**src/design/aes_pkg.sv**
```systemverilog
package aes_pkg;

    // Geometry of one AES state.
    localparam int state_bytes = 16;                  // Bytes in a 4x4 state.
    localparam int byte_idx_w  = 4;                   // Enough to address 16 bytes.

    // Field and S-box constants.
    localparam logic [7:0] gf_poly      = 8'h1b;      // x^8 + x^4 + x^3 + x + 1, low byte.
    localparam logic [7:0] sbox_affine_c = 8'h63;     // Constant added by the affine step.

    // Collector fill state.
    typedef enum logic
    {
        filling = 1'b0,                               // Taking substituted bytes.
        full    = 1'b1                                // Holding a finished state.
    } collect_state_t;

    // Multiply two bytes in GF(2^8) modulo the AES polynomial.
    // Shift-and-add, reducing the running multiple whenever bit 7 falls out.
    function automatic logic [7:0] gf_mul
    (
        input logic [7:0] a,
        input logic [7:0] b
    );
        logic [7:0] acc;
        logic [7:0] mult;
        int         bit_i;

        acc  = '0;
        mult = a;
        for (bit_i = 0; bit_i < 8; bit_i++)
        begin
            if (b[bit_i])
            begin
                acc = acc ^ mult;                     // Add this power of a.
            end
            if (mult[7])
            begin
                mult = {mult[6:0], 1'b0} ^ gf_poly;   // Reduce after the shift.
            end
            else
            begin
                mult = {mult[6:0], 1'b0};
            end
        end
        return acc;
    endfunction

endpackage

```
**src/design/add_round_key.sv**
```systemverilog
module add_round_key
(
    input  logic                                  clk,
    input  logic                                  resetn,

    // Incoming block and its round key.
    input  logic                                  in_valid,
    output logic                                  in_ready,
    input  logic [aes_pkg::state_bytes-1:0][7:0]  in_state,
    input  logic [aes_pkg::state_bytes-1:0][7:0]  in_key,

    // Sum towards the state register.
    output logic                                  ark_valid,
    input  logic                                  ark_ready,
    output logic [aes_pkg::state_bytes-1:0][7:0]  ark_state
);

    import aes_pkg::*;

    logic                              take_in;       // Input accepted this cycle.
    logic                              give_out;      // Sum taken this cycle.
    logic [state_bytes-1:0][7:0]       sum_next;

    // The slot is free if empty or drained on this very edge.
    assign in_ready = !ark_valid || ark_ready;
    assign take_in  = in_valid && in_ready;
    assign give_out = ark_valid && ark_ready;

    // AddRoundKey is a plain bytewise XOR.
    assign sum_next = in_state ^ in_key;

    always_ff @(posedge clk or negedge resetn)
    begin
        if (!resetn)
        begin
            ark_valid <= 1'b0;
        end
        else if (take_in)
        begin
            ark_valid <= 1'b1;                        // New sum replaces any outgoing one.
        end
        else if (give_out)
        begin
            ark_valid <= 1'b0;
        end
    end

    // Payload only changes on accept.
    always_ff @(posedge clk)
    begin
        if (take_in)
        begin
            ark_state <= sum_next;
        end
    end

endmodule

```
**src/design/state_reg16.sv**
```systemverilog
module state_reg16
(
    input  logic                                  clk,
    input  logic                                  resetn,

    // Parallel load from AddRoundKey.
    input  logic                                  ark_valid,
    output logic                                  ark_ready,
    input  logic [aes_pkg::state_bytes-1:0][7:0]  ark_state,

    // Byte stream towards the S-box.
    output logic                                  rd_valid,
    input  logic                                  rd_ready,
    output logic [7:0]                            rd_byte,
    output logic [aes_pkg::byte_idx_w-1:0]        rd_idx
);

    import aes_pkg::*;

    localparam logic [byte_idx_w-1:0] last_idx = byte_idx_w'(state_bytes - 1);

    logic [state_bytes-1:0][7:0]  state_q;            // The 16 loaded bytes.
    logic [byte_idx_w-1:0]        rd_cnt;             // Next byte to hand out.
    logic                         reg_empty;          // 1 once every byte has left.
    logic                         load;
    logic                         rd_fire;

    // Loading is only allowed once the previous block is fully read.
    assign ark_ready = reg_empty;
    assign load      = ark_valid && reg_empty;

    assign rd_valid  = !reg_empty;
    assign rd_fire   = rd_valid && rd_ready;

    assign rd_byte   = state_q[rd_cnt];               // Counter picks the byte.
    assign rd_idx    = rd_cnt;

    // Empty flag and read counter.
    always_ff @(posedge clk or negedge resetn)
    begin
        if (!resetn)
        begin
            reg_empty <= 1'b1;
            rd_cnt    <= '0;
        end
        else if (load)
        begin
            reg_empty <= 1'b0;
            rd_cnt    <= '0;                          // Restart at byte 0.
        end
        else if (rd_fire)
        begin
            if (rd_cnt == last_idx)
            begin
                reg_empty <= 1'b1;                    // Byte 15 gone.
                rd_cnt    <= '0;
            end
            else
            begin
                rd_cnt <= rd_cnt + 1'b1;
            end
        end
    end

    // Byte storage, written in one go.
    always_ff @(posedge clk)
    begin
        if (load)
        begin
            state_q <= ark_state;
        end
    end

endmodule

```
**src/design/sbox_unit.sv**
```systemverilog
module sbox_unit
#(
    parameter bit inv_reg = 1'b1                      // Register between inverse and affine.
)
(
    input  logic                                  clk,
    input  logic                                  resetn,

    // Byte stream from the state register.
    input  logic                                  rd_valid,
    output logic                                  rd_ready,
    input  logic [7:0]                            rd_byte,
    input  logic [aes_pkg::byte_idx_w-1:0]        rd_idx,

    // Substituted byte stream.
    output logic                                  sb_valid,
    input  logic                                  sb_ready,
    output logic [7:0]                            sb_byte,
    output logic [aes_pkg::byte_idx_w-1:0]        sb_idx
);

    import aes_pkg::*;

    // x^254 as the product of x^2, x^4, ... x^128.
    // Zero stays zero, which is what the S-box wants.
    function automatic logic [7:0] gf_inv(input logic [7:0] x);
        logic [7:0] sq;
        logic [7:0] prod;
        int         k;

        sq   = x;
        prod = 8'h01;
        for (k = 1; k < 8; k++)
        begin
            sq   = gf_mul(sq, sq);
            prod = gf_mul(prod, sq);
        end
        return prod;
    endfunction

    // b ^ rotl1 ^ rotl2 ^ rotl3 ^ rotl4 ^ 63h.
    function automatic logic [7:0] affine(input logic [7:0] b);
        return b ^ {b[6:0], b[7]} ^ {b[5:0], b[7:6]} ^ {b[4:0], b[7:5]}
                 ^ {b[3:0], b[7:4]} ^ sbox_affine_c;
    endfunction

    logic                   mid_valid;                // Inverse stage towards output.
    logic                   mid_ready;
    logic [7:0]             mid_byte;
    logic [byte_idx_w-1:0]  mid_idx;

    // The output stage moves when it is empty or drained.
    assign mid_ready = !sb_valid || sb_ready;

    generate
        if (inv_reg)
        begin : g_inv_reg
            always_ff @(posedge clk or negedge resetn)
            begin
                if (!resetn)
                begin
                    mid_valid <= 1'b0;
                end
                else if (rd_ready)
                begin
                    mid_valid <= rd_valid;
                end
            end

            always_ff @(posedge clk)
            begin
                if (rd_ready && rd_valid)
                begin
                    mid_byte <= gf_inv(rd_byte);
                    mid_idx  <= rd_idx;
                end
            end

            assign rd_ready = !mid_valid || mid_ready;    // Stall only when both stages hold.
        end
        else
        begin : g_no_inv_reg
            assign mid_valid = rd_valid;
            assign mid_byte  = gf_inv(rd_byte);
            assign mid_idx   = rd_idx;
            assign rd_ready  = mid_ready;
        end
    endgenerate

    always_ff @(posedge clk or negedge resetn)
    begin
        if (!resetn)
        begin
            sb_valid <= 1'b0;
        end
        else if (mid_ready)
        begin
            sb_valid <= mid_valid;
        end
    end

    // Index rides along with its byte.
    always_ff @(posedge clk)
    begin
        if (mid_ready && mid_valid)
        begin
            sb_byte <= affine(mid_byte);
            sb_idx  <= mid_idx;
        end
    end

endmodule

```
**src/design/shift_rows_collect.sv**
```systemverilog
module shift_rows_collect
(
    input  logic                                  clk,
    input  logic                                  resetn,

    // Substituted bytes with their source index.
    input  logic                                  sb_valid,
    output logic                                  sb_ready,
    input  logic [7:0]                            sb_byte,
    input  logic [aes_pkg::byte_idx_w-1:0]        sb_idx,

    // Finished state after ShiftRows.
    output logic                                  out_valid,
    input  logic                                  out_ready,
    output logic [aes_pkg::state_bytes-1:0][7:0]  out_state
);

    import aes_pkg::*;

    localparam logic [byte_idx_w-1:0] last_cnt = byte_idx_w'(state_bytes - 1);

    collect_state_t         fill_state;
    logic [byte_idx_w-1:0]  byte_cnt;                 // Bytes written so far.
    logic [1:0]             src_row;
    logic [1:0]             src_col;
    logic [1:0]             dst_col;
    logic [byte_idx_w-1:0]  dst_idx;
    logic                   wr_fire;

    // Column-major numbering: low bits are the row.
    assign src_row = sb_idx[1:0];
    assign src_col = sb_idx[3:2];
    assign dst_col = src_col - src_row;               // Wraps mod 4.
    assign dst_idx = {dst_col, src_row};

    assign sb_ready  = (fill_state == filling);
    assign out_valid = (fill_state == full);
    assign wr_fire   = sb_valid && sb_ready;

    always_ff @(posedge clk or negedge resetn)
    begin
        if (!resetn)
        begin
            fill_state <= filling;
            byte_cnt   <= '0;
        end
        else
        begin
            case (fill_state)
                filling:
                begin
                    if (wr_fire)
                    begin
                        if (byte_cnt == last_cnt)
                        begin
                            fill_state <= full;        // Sixteenth byte in.
                            byte_cnt   <= '0;
                        end
                        else
                        begin
                            byte_cnt <= byte_cnt + 1'b1;
                        end
                    end
                end
                full:
                begin
                    if (out_ready)
                    begin
                        fill_state <= filling;
                    end
                end
                default:
                begin
                    fill_state <= filling;
                end
            endcase
        end
    end

    // Held untouched while full.
    always_ff @(posedge clk)
    begin
        if (wr_fire)
        begin
            out_state[dst_idx] <= sb_byte;
        end
    end

endmodule

```
**src/design/aes_sub_shift_top.sv**
```systemverilog
module aes_sub_shift_top
#(
    parameter bit inv_reg = 1'b1                      // Extra S-box pipeline stage.
)
(
    input  logic                                  clk,
    input  logic                                  resetn,

    input  logic                                  in_valid,
    output logic                                  in_ready,
    input  logic [aes_pkg::state_bytes-1:0][7:0]  in_state,
    input  logic [aes_pkg::state_bytes-1:0][7:0]  in_key,

    output logic                                  out_valid,
    input  logic                                  out_ready,
    output logic [aes_pkg::state_bytes-1:0][7:0]  out_state
);

    import aes_pkg::*;

    // AddRoundKey to state register.
    logic                          ark_valid;
    logic                          ark_ready;
    logic [state_bytes-1:0][7:0]   ark_state;

    // State register to S-box.
    logic                          rd_valid;
    logic                          rd_ready;
    logic [7:0]                    rd_byte;
    logic [byte_idx_w-1:0]         rd_idx;

    // S-box to collector.
    logic                          sb_valid;
    logic                          sb_ready;
    logic [7:0]                    sb_byte;
    logic [byte_idx_w-1:0]         sb_idx;

    add_round_key ark_i
    (
        .clk       (clk),
        .resetn    (resetn),
        .in_valid  (in_valid),
        .in_ready  (in_ready),
        .in_state  (in_state),
        .in_key    (in_key),
        .ark_valid (ark_valid),
        .ark_ready (ark_ready),
        .ark_state (ark_state)
    );

    state_reg16 sreg_i
    (
        .clk       (clk),
        .resetn    (resetn),
        .ark_valid (ark_valid),
        .ark_ready (ark_ready),
        .ark_state (ark_state),
        .rd_valid  (rd_valid),
        .rd_ready  (rd_ready),
        .rd_byte   (rd_byte),
        .rd_idx    (rd_idx)
    );

    sbox_unit #(.inv_reg(inv_reg)) sbox_i
    (
        .clk      (clk),
        .resetn   (resetn),
        .rd_valid (rd_valid),
        .rd_ready (rd_ready),
        .rd_byte  (rd_byte),
        .rd_idx   (rd_idx),
        .sb_valid (sb_valid),
        .sb_ready (sb_ready),
        .sb_byte  (sb_byte),
        .sb_idx   (sb_idx)
    );

    shift_rows_collect collect_i
    (
        .clk       (clk),
        .resetn    (resetn),
        .sb_valid  (sb_valid),
        .sb_ready  (sb_ready),
        .sb_byte   (sb_byte),
        .sb_idx    (sb_idx),
        .out_valid (out_valid),
        .out_ready (out_ready),
        .out_state (out_state)
    );

endmodule

```
**config.mk**
```make
export PLATFORM = sky130hd
export DESIGN_NAME = aes_sub_shift_top
export DESIGN_NICKNAME = d
export VERILOG_FILES = /design/src/design/aes_pkg.sv /design/src/design/add_round_key.sv /design/src/design/state_reg16.sv /design/src/design/sbox_unit.sv /design/src/design/shift_rows_collect.sv /design/src/design/aes_sub_shift_top.sv
export SDC_FILE = /design/constraint.sdc
export NUM_CORES = 1
export LEC_CHECK = 0
export BUFFER_PORTS_ARGS = -buffer_cell sky130_fd_sc_hd__buf_2
export CAP_MARGIN = 25
export CELL_PAD_IN_SITES_DETAIL_PLACEMENT = 1
export CELL_PAD_IN_SITES_GLOBAL_PLACEMENT = 2
export CORE_MARGIN = 1.5
export CORE_UTILIZATION = 30
export CTS_CLUSTER_DIAMETER = 200
export DETAILED_ROUTE_END_ITERATION = 12
export PLACE_DENSITY = 0.72
export REMOVE_ABC_BUFFERS = 1
export SETUP_SLACK_MARGIN = 0.15
export SYNTH_ARGS = -nofsm -noshare
export SYNTH_HDL_FRONTEND = slang
export SYNTH_HIERARCHICAL = 1
export SYNTH_SLANG_ARGS = --single-unit
export TNS_END_PERCENT = 1
```
**constraint.sdc**
```tcl
create_clock -name clk -period 15.6 [get_ports clk]
set_clock_uncertainty 0.2 [all_clocks]
set_input_delay 0.78 -clock clk [delete_from_list [all_inputs] [get_ports clk]]
set_output_delay 0.78 -clock clk [all_outputs]
set_load 0.05 [all_outputs]
```
* Word level (Yosys, flattened, before mapping)
Cells that the tools add are included.
** Storage, ports and cells
- Input bits :: 260
- Register bits :: 421
** Cells by class
- Bitwise logic cells :: 202
- Add/subtract/negate cells :: 3
- Mux-type cells :: 436
- Magnitude comparators :: 3
- Equality and inequality tests :: 2
- Reductions and logical operators :: 18
** Operator list (count)
- $mux 8 :: 322
- $xor 8x8->8 :: 102
- $mux 5 :: 97
- $not 4->4 :: 98
- $bwmux 128 :: 1
- $xor 128x128->128 :: 1
- $bmux 8 s4 :: 1
- $demux 8 s4 :: 1
- $mux 4 :: 4
- $lt 4x5->1 const B :: 2
- $mux 1 :: 9
- $add 4x1->4 const B :: 2
- $eq 4x4->1 const B :: 2
- $logic_and 1x1->1 :: 6
- $reduce_bool 2->1 :: 3
- $ge 4x1->1 const B :: 1
- $logic_not 1->1 :: 4
- $reduce_and 2->1 :: 2
- $logic_or 1x1->1 :: 3
- $pmux 1 s2 :: 1
- $sub 2x2->2 :: 1
- $not 1->1 :: 1

* Longest topological paths before layout
Gate-level depths: netlist of run 1.
- Depth after elaboration :: 192
- Depth in mapped cells :: 68
- Mapped depth without buffers :: 57

* Cells and area by module
Netlist of run 1, hierarchy kept.
** Modules (own cells, without submodules)
- sbox_unit :: cells an instance 1938, seq. area each 770.7 um2, area an instance 14871.8 um2, times used 1
- state_reg16 :: cells an instance 227, seq. area each 3970.1 um2, area an instance 5142.4 um2, times used 1
- add_round_key :: cells an instance 260, seq. area each 3868.7 um2, area an instance 5018.6 um2, times used 1
- shift_rows_collect :: cells an instance 180, seq. area each 3968.8 um2, area an instance 4231.6 um2, times used 1

* Worst setup path after synthesis of run 1
Ideal clock, no wire load.
- Path kind :: register to register
- Start :: reg sreg_i.rd_cnt[0] (netlist: sreg_i/rd_idx[0])
- End :: reg sbox_i.mid_byte[3], data pin
- Clock period less this slack :: 15.932 ns
- Setup time :: 0.258 ns
- Cell stages (with the launch flop) :: 61
- Slack :: -0.332 ns
- Data arrival time :: 15.474 ns
- Cells stage by stage :: dfrtp_1 buf_6 buf_12 mux4_1 a22oi_1 nand2_1 ha_1 nand2_1 xor2_1 xnor2_1 inv_2 clkbuf_1 ha_1 clkbuf_1 nand2_1 xor2_1 xnor2_1 inv_2 [... 25 more ...] xnor3_1 xnor3_1 or3_1 and3_1 or3_1 a21o_1 and2_4 xnor3_2 xnor2_4 xnor2_1 nor2_1 xnor3_1 xnor3_4 xnor3_1 a221o_1 a221oi_2 xnor3_1 xnor2_1
** Between the ends
- Word-level cells in the longest chain between the ends :: 187
** Ends and longest elaborated chain
- from (decl) :: RTL line state_reg16.sv:23 : logic [byte_idx_w-1:0] rd_cnt;
- from (signal assigned) :: RTL line state_reg16.sv:60 : rd_cnt <= rd_cnt + 1'b1;
- $bmux 8 s4 (*) :: RTL line state_reg16.sv:35 : assign rd_byte = state_q[rd_cnt];
- $mux 8 (implied by the code) (*) :: RTL line state_reg16.sv:35
- net rd_byte[0] :: RTL line aes_sub_shift_top.sv:29 : logic [7:0] rd_byte;
- $mux 8 :: RTL line aes_pkg.sv:33 : if (b[bit_i])
- $mux 8 :: RTL line sbox_unit.sv:72 : if (rd_ready && rd_valid)
- $xor 8x8->8 :: RTL line aes_pkg.sv:35 : acc = acc ^ mult;
- $mux 8 :: RTL line aes_pkg.sv:33
- $mux 8 :: RTL line sbox_unit.sv:72
- [... 172 more ...]
- $xor 8x8->8 :: RTL line aes_pkg.sv:35
- $mux 8 :: RTL line aes_pkg.sv:33
- $mux 8 :: RTL line sbox_unit.sv:72
- $xor 8x8->8 :: RTL line aes_pkg.sv:35
- $mux 8 :: RTL line aes_pkg.sv:33
- $mux 8 :: RTL line sbox_unit.sv:72
- $xor 8x8->8 :: RTL line aes_pkg.sv:35
- $mux 8 (*) :: RTL line aes_pkg.sv:33
- to (signal assigned) :: RTL line sbox_unit.sv:74 : mid_byte <= gf_inv(rd_byte);
- to (decl) :: RTL line sbox_unit.sv:49 : logic [7:0] mid_byte;
Mark *: on every way through the listed nets, which the timed path passes. The rest lies on a longest branch. The select of a mux whose other input is x is not followed.
A chain may end at the register's enable or synchronous reset.

* Final worst setup path of run 1
- Start :: reg sreg_i.rd_cnt[0] (netlist: sreg_i/rd_idx[0])
- End :: reg sbox_i.mid_byte[3], data pin
** RTL lines (RTL line)
- $bmux 8 s4 (*) :: state_reg16.sv:35
- $mux 8 (implied by the code) (*) :: state_reg16.sv:35
- net rd_byte[5] :: aes_sub_shift_top.sv:29
- $mux 8 (on tied branches) :: sbox_unit.sv:72, aes_pkg.sv:33
- $xor 8x8->8 / $mux 8 (equally long branches) :: aes_pkg.sv:35, sbox_unit.sv:72
- $mux 8 / $xor 8x8->8 (equally long branches) :: aes_pkg.sv:33, aes_pkg.sv:35
- $mux 8 (on tied branches) :: sbox_unit.sv:72, aes_pkg.sv:33
- $xor 8x8->8 / $mux 8 (equally long branches) :: aes_pkg.sv:35, sbox_unit.sv:72
- [... 170 more ...]
- $xor 8x8->8 :: aes_pkg.sv:35
- $mux 8 :: aes_pkg.sv:33
- $mux 8 :: sbox_unit.sv:72
- $xor 8x8->8 :: aes_pkg.sv:35
- $mux 8 :: aes_pkg.sv:33
- $mux 8 :: sbox_unit.sv:72
- $xor 8x8->8 :: aes_pkg.sv:35
- $mux 8 (*) :: aes_pkg.sv:33
Marked as above.

==> results of run 1 <==
registers in the layout, summed over array words and instances (netlist names):
| signal | cells |
|---|---|
| sbox_i/sb_idx | 4 |
| collect_i/byte_cnt | 4 |
| sbox_i/sb_valid | 1 |
| sbox_i/mid_byte | 8 |
| sreg_i/rd_idx | 4 |
| ark_i/ark_state | 128 |
| sreg_i/state_q | 128 |
| sbox_i/sb_byte | 8 |
| sreg_i/ark_ready | 1 |
| ark_i/ark_valid | 1 |
| collect_i/out_valid | 1 |
| sbox_i/mid_valid | 1 |
| sbox_i/mid_idx | 4 |
| collect_i/out_state | 128 |
critical path: cells and delay by family (launching register included):
family                     cells  cell delay, ps
adders and majority gates      1             280
and+or+nand+nor               13            2190
buffers and inverters          8            1400
xor gates and xnor gates      15            4910
DFF                            1             430
muxes                          8            2560
AOI/OAI and AO/OA             11            2660
layout make-up:
class,count,area [um^2],area share [%]
multi-input cells,2020,16900,46.1
flip-flops and latches,421,12600,34.4
repair buffers,669,4230,11.6
well taps,1276,1600,4.37
clock buffers,48,1010,2.76
clock inverters,20,174,0.476
inverters,31,116,0.318
synth_stat cells, drive strengths merged (12+ instances only):
library cell	number	area (um^2)
dfrtp	12	300
clkbuf	77	289
buf	56	352
xnor3	86	1960
o21ai	80	404
mux2i	59	591
inv	27	101
nand4	16	100
mux4	32	785
xor2	247	2260
nand2b	29	196
a211oi	28	210
nor3	50	255
a21oi	97	485
and2	14	92.6
xnor2	382	3540
xor3	12	287
mux2	14	158
edfxtp	408	12300
a21o	13	97.6
a22oi	27	203
o22ai	26	163
a31oi	24	150
o211ai	16	120
nand2	251	945
and3	17	106
nand3	56	280
nor2	268	1010
worst paths after layout:
check,start,endpoint,slack [ps],cells past startpoint
max in group asynchronous,resetn,sreg_i/rd_idx[0]$_DFFE_PN0P_,14340,2
max reg2reg,sreg_i/rd_idx[0]$_DFFE_PN0P_,sbox_i/mid_byte[3]$_DFFE_PP_,700,56
min in group asynchronous,resetn,collect_i/out_valid$_DFF_PN0_,520,2
max,sreg_i/rd_idx[0]$_DFFE_PN0P_,sbox_i/mid_byte[3]$_DFFE_PP_,700,56
min reg2reg,ark_i/ark_state[65]$_DFFE_PP_,sreg_i/state_q[65]$_DFFE_PP_,210,0
min,ark_i/ark_state[65]$_DFFE_PP_,sreg_i/state_q[65]$_DFFE_PP_,210,0
cell families after synthesis:
| family | synth area share [%] |
|---|---|
| compound gates | 9.56 |
| mux | 5.24 |
| flops | 43.0 |
| xor+xnor | 27.5 |
| simple gates | 11.7 |
| buf+inv | 2.59 |
| fa+ha+maj | 0.462 |
stage by stage:
step,setup slack (ps),hold WS [ps],TNS (ps)
final,698,210,0
after global routing,25.0,213,0
after CTS,167,187,0
after detailed placement,-336,206,-1720
after global placement,-71.0,201,-102
after floorplan,-2370,200,-17330
cell usage in the layout, fill, tap and decap left out, types with 13 or more instances in the layout:
master and count:
a31oi_1 23, o211ai_1 16, xor2_2 18, a211oi_1 23
and3_1 17, buf_4 259, inv_1 21, nand2_1 244
xnor2_2 45, mux4_2 21, nand2b_1 27, o22ai_1 26
xor2_1 224, a22oi_1 22, nand4_1 16, nor2_1 262
edfxtp_1 408, xnor2_4 13, xnor3_1 55, a21o_1 13
o21ai_0 68, xnor3_2 30, mux2i_1 51, clkbuf_16 39
buf_2 389, nor3_1 46, a21oi_1 97, xnor2_1 324
nand3_1 55
timing repair:
action | 4_1_cts | 5_1_grt
gates resized for setup | 34 | 137
endpoints found under the hold margin | 12 | 0
gates cloned | 0 | 0
hold buffers | 1 | 0
pin swaps | 7 | 69
setup buffers | 9 | 62
setup endpoints to repair | 8 | 8
layer usage:
metal	track usage, %	vias to the layer above
met5	0	-
met4	4.57	0
met3	1.49	116
met2	30.4	453
met1	22.7	11000
li1	-	10500
==> flow_summary_export.csv, run 1 <==
group,metric,value,unit
run_status,status,"completed",
worst_setup_path,slowest_stage,"xnor3_2",
die,num_io_pins,390,
global_route,grt_pass1_wl,135,mm
worst_setup_path,crit_type,"reg2reg",
finish,nets,3452,
clock_network,cts-root-buf,"clkbuf_16",
route,antenna_left,0,
route,route.vias.total,22000,
logic_synthesis,synthCells,2605,
route,wl,89.2,mm
logic_synthesis,synth_seq_area_share,43.0,%
route,m1WireLength,39.6,mm
worst_setup_path,startpoint_type,"flop",
finish,utilization,37.8,%
route,initialDrtViolationCount,1126,
place,placed_cells,4340,
logic_synthesis,synth_ff_type,"edfxtp_1",
finish,drive_gt1_share,30.3,%
place,placed_area,0.0338,mm^2
job,max-cap-violations,0,
logic_synthesis,yosys_warnings,6,
worst_hold_path,hold_path_class,"reg2reg",
clock_network,cts_sinks,421,
logic_synthesis,ys_async_sr_fraction,3.09,%
clock_network,cts_buffer_depth,3,
place,gp_congestion,0.838,
logic_synthesis,yosysUniqueCellTypes,97,
die,die_h,315,um
global_route,grt_pass1_vias,22600,
worst_setup_path,required,15690,ps
finish,antennaDiodeCount,0,
logic_synthesis,synth.ff_latch_count,421,
finish,area_growth,24.9,%
clock_network,htree_levels,2,
global_route,antenna_found_initial,0,
die,dieArea,0.0994,mm^2
sta,final_max_slew_viol_count,0,
global_route,grt-ovfl-total,0,
finish,fill_cells,10900,
sta,finalCritPeriodShare,95.5,%
finish,finalNonFillerCells,4485,
logic_synthesis,synth_edf_count,408,
sta,max_freq,67.1,MHz
clock_network,insertion_delay,550,ps
sta,grt_setup_unrepaired,"false",
finish,final_cell_area,0.0366,mm^2
die,initial_core_util,30.3,%
worst_setup_path,end_kind,"flop",
route,viasPerCell,4.91,
worst_setup_path,critPathMaxFanout,20,
route,route.detailed.drc,0,
route,highest_layer,"met4",
clock_network,numCtsBuffers,39,
die,rows,114,
logic_synthesis,synth_area,0.0293,mm^2
die,die_x,315,um
sta,slew_headroom,36.5,%
route,met2_length,44.8,mm
worst_setup_path,max_stage_delay,600,ps
clock_network,clkTransAtPathRegs,70,ps
die,core,0.0967,mm^2
route,routedWlPerCell,19.9,um
place,io_buffers,389,
global_route,grt_max_degree,87,
place,hpwlAfterDp,66.8,mm
global_route,grtUsageTotal,17.3,%
route,dr_wl_met3,2.58,mm
sta,hold_viol,0,
sta,period_needed,14900,ps
sta,setup_viol,0,
route,first_pass_iters,5,
worst_setup_path,critPathArrivalTime,14990,ps
logic_synthesis,avgSynthCellArea,11.2,um^2
sta,worst_pin_slew,945,ps
clock_network,tritoncts,"built",
Power of run 1 is left out: the tool's default activity adds up to more than one toggle a clock period on the data nets, which glitch-free logic cannot reach.
==> run 2, diff against run 1 <==
--- a/config.mk
+++ b/config.mk
@@ -9,7 +9,7 @@
 export CAP_MARGIN = 25
 export CELL_PAD_IN_SITES_DETAIL_PLACEMENT = 1
 export CELL_PAD_IN_SITES_GLOBAL_PLACEMENT = 2
-export CORE_MARGIN = 1.5
+export CORE_MARGIN = 1
 export CORE_UTILIZATION = 30
 export CTS_CLUSTER_DIAMETER = 200
 export DETAILED_ROUTE_END_ITERATION = 12
==> run 2 against run 1 <==
Non-clock buffer count shrank 34. Global-route usage is 0.21 points higher. Fmax is 0.31% lower. Final area fell by 0.57%. Flip-flop and latch count unchanged. Critical path depth down 2. Core utilization shrank 0.22 points. Wire length grew 0.43%. Hold slack worse by 5.0 ps. First-iteration DRC count grew 0.53%. Cell count is 0.74% lower. Largest cell class unchanged.
==> flow_summary_export.csv, run 2 (synthesized netlist as in run 1, its figures left out) <==
group,metric,value,unit
finish,area_growth,24.2,%
route,route.detailed.drc,0,
worst_setup_path,r2r_start,"sreg_i/rd_idx[0]$_DFFE_PN0P_",
worst_setup_path,end_kind,"flop",
die,rows,114,
worst_setup_path,startpoint_type,"flop",
clock_network,clkTransAtPathRegs,60,ps
clock_network,insertion_delay,570,ps
sta,period_needed,14950,ps
clock_network,cts_sinks,421,
sta,grt_setup_unrepaired,"true",
finish,drive_gt1_share,29.5,%
worst_hold_path,hold_path_class,"in2reg",
finish,regArea,0.0126,mm^2
worst_setup_path,crit_type,"reg2reg",
finish,nets,3418,
route,route.vias.total,21800,
route,wl,89.6,mm
sta,finalCritPeriodShare,95.8,%
route,first_pass_iters,5,
run_status,status,"completed",
clock_network,cts-root-buf,"clkbuf_16",
die,die_h,314,um
worst_setup_path,max_stage_delay,570,ps
place,gp_congestion,0.847,
finish,multiInputGateArea,0.0168,mm^2
place,pre_cts_ws,-609,ps
die,num_io_pins,390,
finish,layout_commonest_cell,"edfxtp_1",
worst_setup_path,r2r_slack,650,ps
worst_setup_path,critPathArrivalTime,15060,ps
route,initialDrtViolationCount,1132,
sta,hold_viol,0,
die,dieArea,0.0988,mm^2
worst_setup_path,slowest_stage,"xnor3_2",
job,max-cap-violations,0,
route,routedWlPerCell,20.1,um
worst_setup_path,critical_path.most_common_cell,"xnor2_1",
die,die_x,314,um
finish,top_regs,"ark_i/ark_state: 128 flops, collect_i/out_state: 128 flops, sreg_i/state_q: 128 flops",
sta,max_freq,66.9,MHz
worst_setup_path,r2r-end,"sbox_i/mid_byte[6]$_DFFE_PP_",
finish,utilization,37.6,%
sta,fin_ws,651,ps
global_route,grt_pass1_wl,135,mm
clock_network,htree_levels,2,
place,hpwlAfterDp,66.6,mm
worst_setup_path,cp-startpoint,"sreg_i/rd_idx[0]$_DFFE_PN0P_",
route,viasPerCell,4.90,
die,initial_core_util,30.3,%
global_route,grt_pass1_vias,22400,
finish,layout_common_cells,"408 x edfxtp_1, 390 x buf_2, 322 x xnor2_1",
place,placed_area,0.0336,mm^2
worst_setup_path,critPathMaxFanout,10,
place,io_buffers,389,
clock_network,tritoncts,"built",
finish,fill_cells,10700,
worst_setup_path,ff2ff_path_depth,54,
sta,final_max_slew_viol_count,0,
global_route,grt_max_degree,77,
clock_network,cts_buffer_depth,3,
worst_setup_path,worstSetupEndpoint,"sbox_i/mid_byte[6]$_DFFE_PP_",
finish,final_cell_area,0.0363,mm^2
clock_network,numCtsBuffers,39,
route,antenna_left,0,
sta,worst_pin_slew,981,ps
sta,slew_headroom,34.1,%
sta,setup_viol,0,
die,core,0.0967,mm^2
worst_setup_path,required,15710,ps
global_route,grt-ovfl-total,0,
global_route,antenna_found_initial,1,
global_route,grtUsageTotal,17.5,%
[run 2: worst min path at each step]
stage,from,to,slack [ps],cells after the start
4_1_cts,out_ready,collect_i/out_valid$_DFF_PN0_,170,2
3_5_place_dp,ark_i/ark_state[111]$_DFFE_PP_,sreg_i/state_q[111]$_DFFE_PP_,210,0
2_1_floorplan,sbox_i/mid_idx[0]$_DFFE_PP_,sbox_i/sb_idx[0]$_DFFE_PP_,200,0
6_report,out_ready,collect_i/out_valid$_DFF_PN0_,200,2
3_3_place_gp,ark_i/ark_state[94]$_DFFE_PP_,sreg_i/state_q[94]$_DFFE_PP_,200,0
5_1_grt,out_ready,collect_i/out_valid$_DFF_PN0_,200,2
[run 2: per-stage QoR]
step / setup TNS (ps) / cells / hold slack [ps]
finish: 0 / 4452 / 205
global placement: -339 / 4316 / 201
floorplan: -17330 / 2472 / 200
CTS: 0 / 4386 / 167
detailed placement: -3700 / 4317 / 205
global route: -584 / 4451 / 198
[run 2: metal layers]
metal	vias up	share of wire, %	track usage [%]
met5	-	0.011	0
met4	2	2.0	4.42
met3	88	2.9	1.50
met2	448	51	30.9
met1	10800	44	22.9
li1	10500	-	-
[run 2: worst max-delay path: cells and delay by family (launching register included)]
kind,cells,cell delay (ps)
muxes,3,970
AOI/OAI and AO/OA,6,1320
DFF,1,470
xor gates and xnor gates,29,9190
buffers and inverters,6,1020
and+or+nand+nor,8,830
adders and majority gates,2,640
[run 2: cell type report]
| cell class | instances | share of cell area (%) |
|---|---|---|
| diodes | 1 | 0.00688 |
| clock buffers | 46 | 2.82 |
| clock inverters | 22 | 0.606 |
| inverters | 31 | 0.330 |
| multi-input cells | 2020 | 46.3 |
| flip-flops and latches | 421 | 34.6 |
| well taps | 1276 | 4.39 |
| repair buffers | 635 | 10.9 |
[run 2: repair_timing]
| item | CTS | global route |
|---|---|---|
| pin swaps | 1 | 63 |
| gates resized for setup | 21 | 148 |
| cloned | 0 | 4 |
| setup buffers | 0 | 60 |
| endpoints found under the hold margin | 12 | 0 |
| hold buffers | 1 | 0 |
| endpoints found under the setup margin | 8 | 8 |
Power of run 2 is left out for the same reason.
==> run 3, diff against run 2 <==
--- a/config.mk
+++ b/config.mk
@@ -5,7 +5,6 @@
 export SDC_FILE = /design/constraint.sdc
 export NUM_CORES = 1
 export LEC_CHECK = 0
-export BUFFER_PORTS_ARGS = -buffer_cell sky130_fd_sc_hd__buf_2
 export CAP_MARGIN = 25
 export CELL_PAD_IN_SITES_DETAIL_PLACEMENT = 1
 export CELL_PAD_IN_SITES_GLOBAL_PLACEMENT = 2
@@ -13,7 +12,9 @@
 export CORE_UTILIZATION = 30
 export CTS_CLUSTER_DIAMETER = 200
 export DETAILED_ROUTE_END_ITERATION = 12
-export PLACE_DENSITY = 0.72
+export DONT_BUFFER_PORTS = 1
+export GPL_TIMING_DRIVEN = 0
+export PLACE_DENSITY = 0.66
 export REMOVE_ABC_BUFFERS = 1
 export SETUP_SLACK_MARGIN = 0.15
 export SYNTH_ARGS = -nofsm -noshare
==> run 3 against run 2 <==
Wire length increased by 1.2%. Setup slack worse by 550 ps. Cell count shrank 8.2%. Register-to-register slack got worse by 550 ps. Sequential share of layout area up 0.084 points. Die area unchanged. Largest cell class unchanged.
==> flow_summary_export.csv, run 3 (synthesized netlist as in run 1, its figures left out) <==
group,metric,value,unit
clock_network,cts_buffer_depth,3,
finish,multiInputGateArea,0.0181,mm^2
route,initialDrtViolationCount,909,
route,met2_length,47.9,mm
die,dieArea,0.0988,mm^2
worst_setup_path,max_stage_delay,540,ps
finish,top_regs,"ark_i/ark_state: 128 flops, collect_i/out_state: 128 flops, sreg_i/state_q: 128 flops",
worst_hold_path,min_to,"collect_i/out_valid$_DFF_PN0_",
clock_network,htree_levels,2,
clock_network,clkTransAtPathRegs,60,ps
worst_hold_path,hold_path_class,"in2reg",
place,io_buffers,0,
route,routedWlPerCell,22.2,um
route,antenna_left,0,
worst_hold_path,min_path_cells,1,
sta,finalCritPeriodShare,99.4,%
job,max-cap-violations,0,
sta,period_needed,15500,ps
die,die_h,314,um
sta,final_max_slew_viol_count,0,
global_route,grt_pass1_wl,137,mm
place,gp_congestion,0.843,
worst_setup_path,ff2ff_path_depth,68,
global_route,grtUsageTotal,17.9,%
worst_setup_path,r2r_start,"sreg_i/rd_idx[0]$_DFFE_PN0P_",
run_status,status,"completed",
sta,grt_setup_unrepaired,"true",
worst_setup_path,r2r-end,"sbox_i/mid_byte[5]$_DFFE_PP_",
worst_setup_path,r2r_slack,100,ps
worst_setup_path,critPathMaxFanout,9,
die,initial_core_util,30.3,%
die,die_x,314,um
finish,antennaDiodeCount,0,
clock_network,insertion_delay,560,ps
global_route,grt_pass1_vias,22400,
worst_setup_path,required,15710,ps
sta,worst_pin_slew,1120,ps
clock_network,cts_sinks,421,
finish,regArea,0.0126,mm^2
sta,holdWs,120,ps
finish,final_cell_area,0.0363,mm^2
die,num_io_pins,390,
finish,drive_gt1_share,24.1,%
clock_network,cts-root-buf,"clkbuf_16",
finish,nets,3055,
sta,max_freq,64.5,MHz
route,first_pass_iters,7,
route,viasPerCell,5.12,
clock_network,numCtsBuffers,39,
die,rows,114,
route,route.vias.total,20900,
global_route,grt_max_degree,76,
worst_setup_path,critical_path.most_common_cell,"buf_4",
finish,utilization,37.5,%
finish,area_growth,23.9,%
sta,setup_viol,0,
worst_setup_path,critPathArrivalTime,15610,ps
global_route,grt-ovfl-total,0,
finish,fill_cells,10400,
worst_setup_path,startpoint_type,"flop",
place,placed_area,0.0312,mm^2
worst_setup_path,crit_type,"reg2reg",
sta,setup_tns,0,ps
worst_setup_path,end_kind,"flop",
die,core,0.0967,mm^2
place,hpwlAfterDp,62.6,mm
finish,layout_common_cells,"408 x edfxtp_1, 286 x xnor2_1, 260 x nor2_1",
route,m1WireLength,39.0,mm
route,wl,90.7,mm
clock_network,tritoncts,"built",
sta,hold_viol,0,
route,highest_layer,"met4",
sta,slew_headroom,25.0,%
global_route,antenna_found_initial,0,
worst_setup_path,slowest_stage,"mux4_2",
finish,layout_commonest_cell,"edfxtp_1",
route,route.detailed.drc,0,
route,dr_wl_met3,2.40,mm
worst_hold_path,hp-start,"out_ready",
==> run 3: changes by cell type in the layout (fill, tap and decap cells not counted), moves of 13 or more <==
cell,previous run,this run
xor2_4,6,19
xnor2_2,46,61
xnor2_1,322,286
xor2_1,227,208
xnor2_4,14,35
buf_8,0,21
buf_2,390,0
buf_4,226,204
==> run 3: metrics by stage <==
stage,std cells,setup WS [ps]
finish,4088,97.6
global route,4088,-527
global placement,3748,-9850
detailed placement,3797,-6480
floorplan,2472,-2370
CTS,4031,22.9
==> run 3: layout make-up <==
type                    instances  area share, %
multi-input cells            2023           50.0
flip-flops and latches        421           34.7
repair buffers                269           7.25
well taps                    1276           4.40
clock buffers                  47           2.83
clock inverters                21          0.469
inverters                      31          0.386
==> run 3: worst max path at each step <==
stage / start / end / cells after the start
2_1_floorplan: sreg_i/rd_idx[0]$_DFFE_PN0P_ / sbox_i/mid_byte[3]$_DFFE_PP_ / 52
3_3_place_gp: sreg_i/rd_idx[0]$_DFFE_PN0P_ / sbox_i/mid_byte[3]$_DFFE_PP_ / 46
3_5_place_dp: sreg_i/rd_idx[0]$_DFFE_PN0P_ / sbox_i/mid_byte[5]$_DFFE_PP_ / 57
4_1_cts: sreg_i/rd_idx[0]$_DFFE_PN0P_ / sbox_i/mid_byte[5]$_DFFE_PP_ / 67
5_1_grt: sreg_i/rd_idx[0]$_DFFE_PN0P_ / sbox_i/mid_byte[1]$_DFFE_PP_ / 67
6_report: sreg_i/rd_idx[0]$_DFFE_PN0P_ / sbox_i/mid_byte[5]$_DFFE_PP_ / 68
==> run 3: timing repair <==
item                                    4_1_cts  5_1_grt
hold buffers                                  1        0
pin swaps                                    96       81
gates cloned                                  4        0
setup buffers                               161       52
endpoints found under the setup margin        8        8
resized for setup                           246       96
endpoints found under the hold margin        13        0
==> run 3: critical path, delay by kind of cell, from the launching register on <==
family | cells | cell delay (ps)
and+or+nand+nor | 14 | 2810
adders and majority gates | 4 | 1140
DFF | 1 | 500
buffers and inverters | 14 | 2120
muxes | 6 | 1580
xor gates and xnor gates | 18 | 4170
AOI/OAI and AO/OA | 12 | 2670
==> run 3: layer usage <==
layer	up-vias	track usage (%)
met5	-	0
li1	9741	-
met3	74	1.51
met2	429	32.9
met4	0	3.95
met1	10700	22.5
Power of run 3 is left out for the same reason.
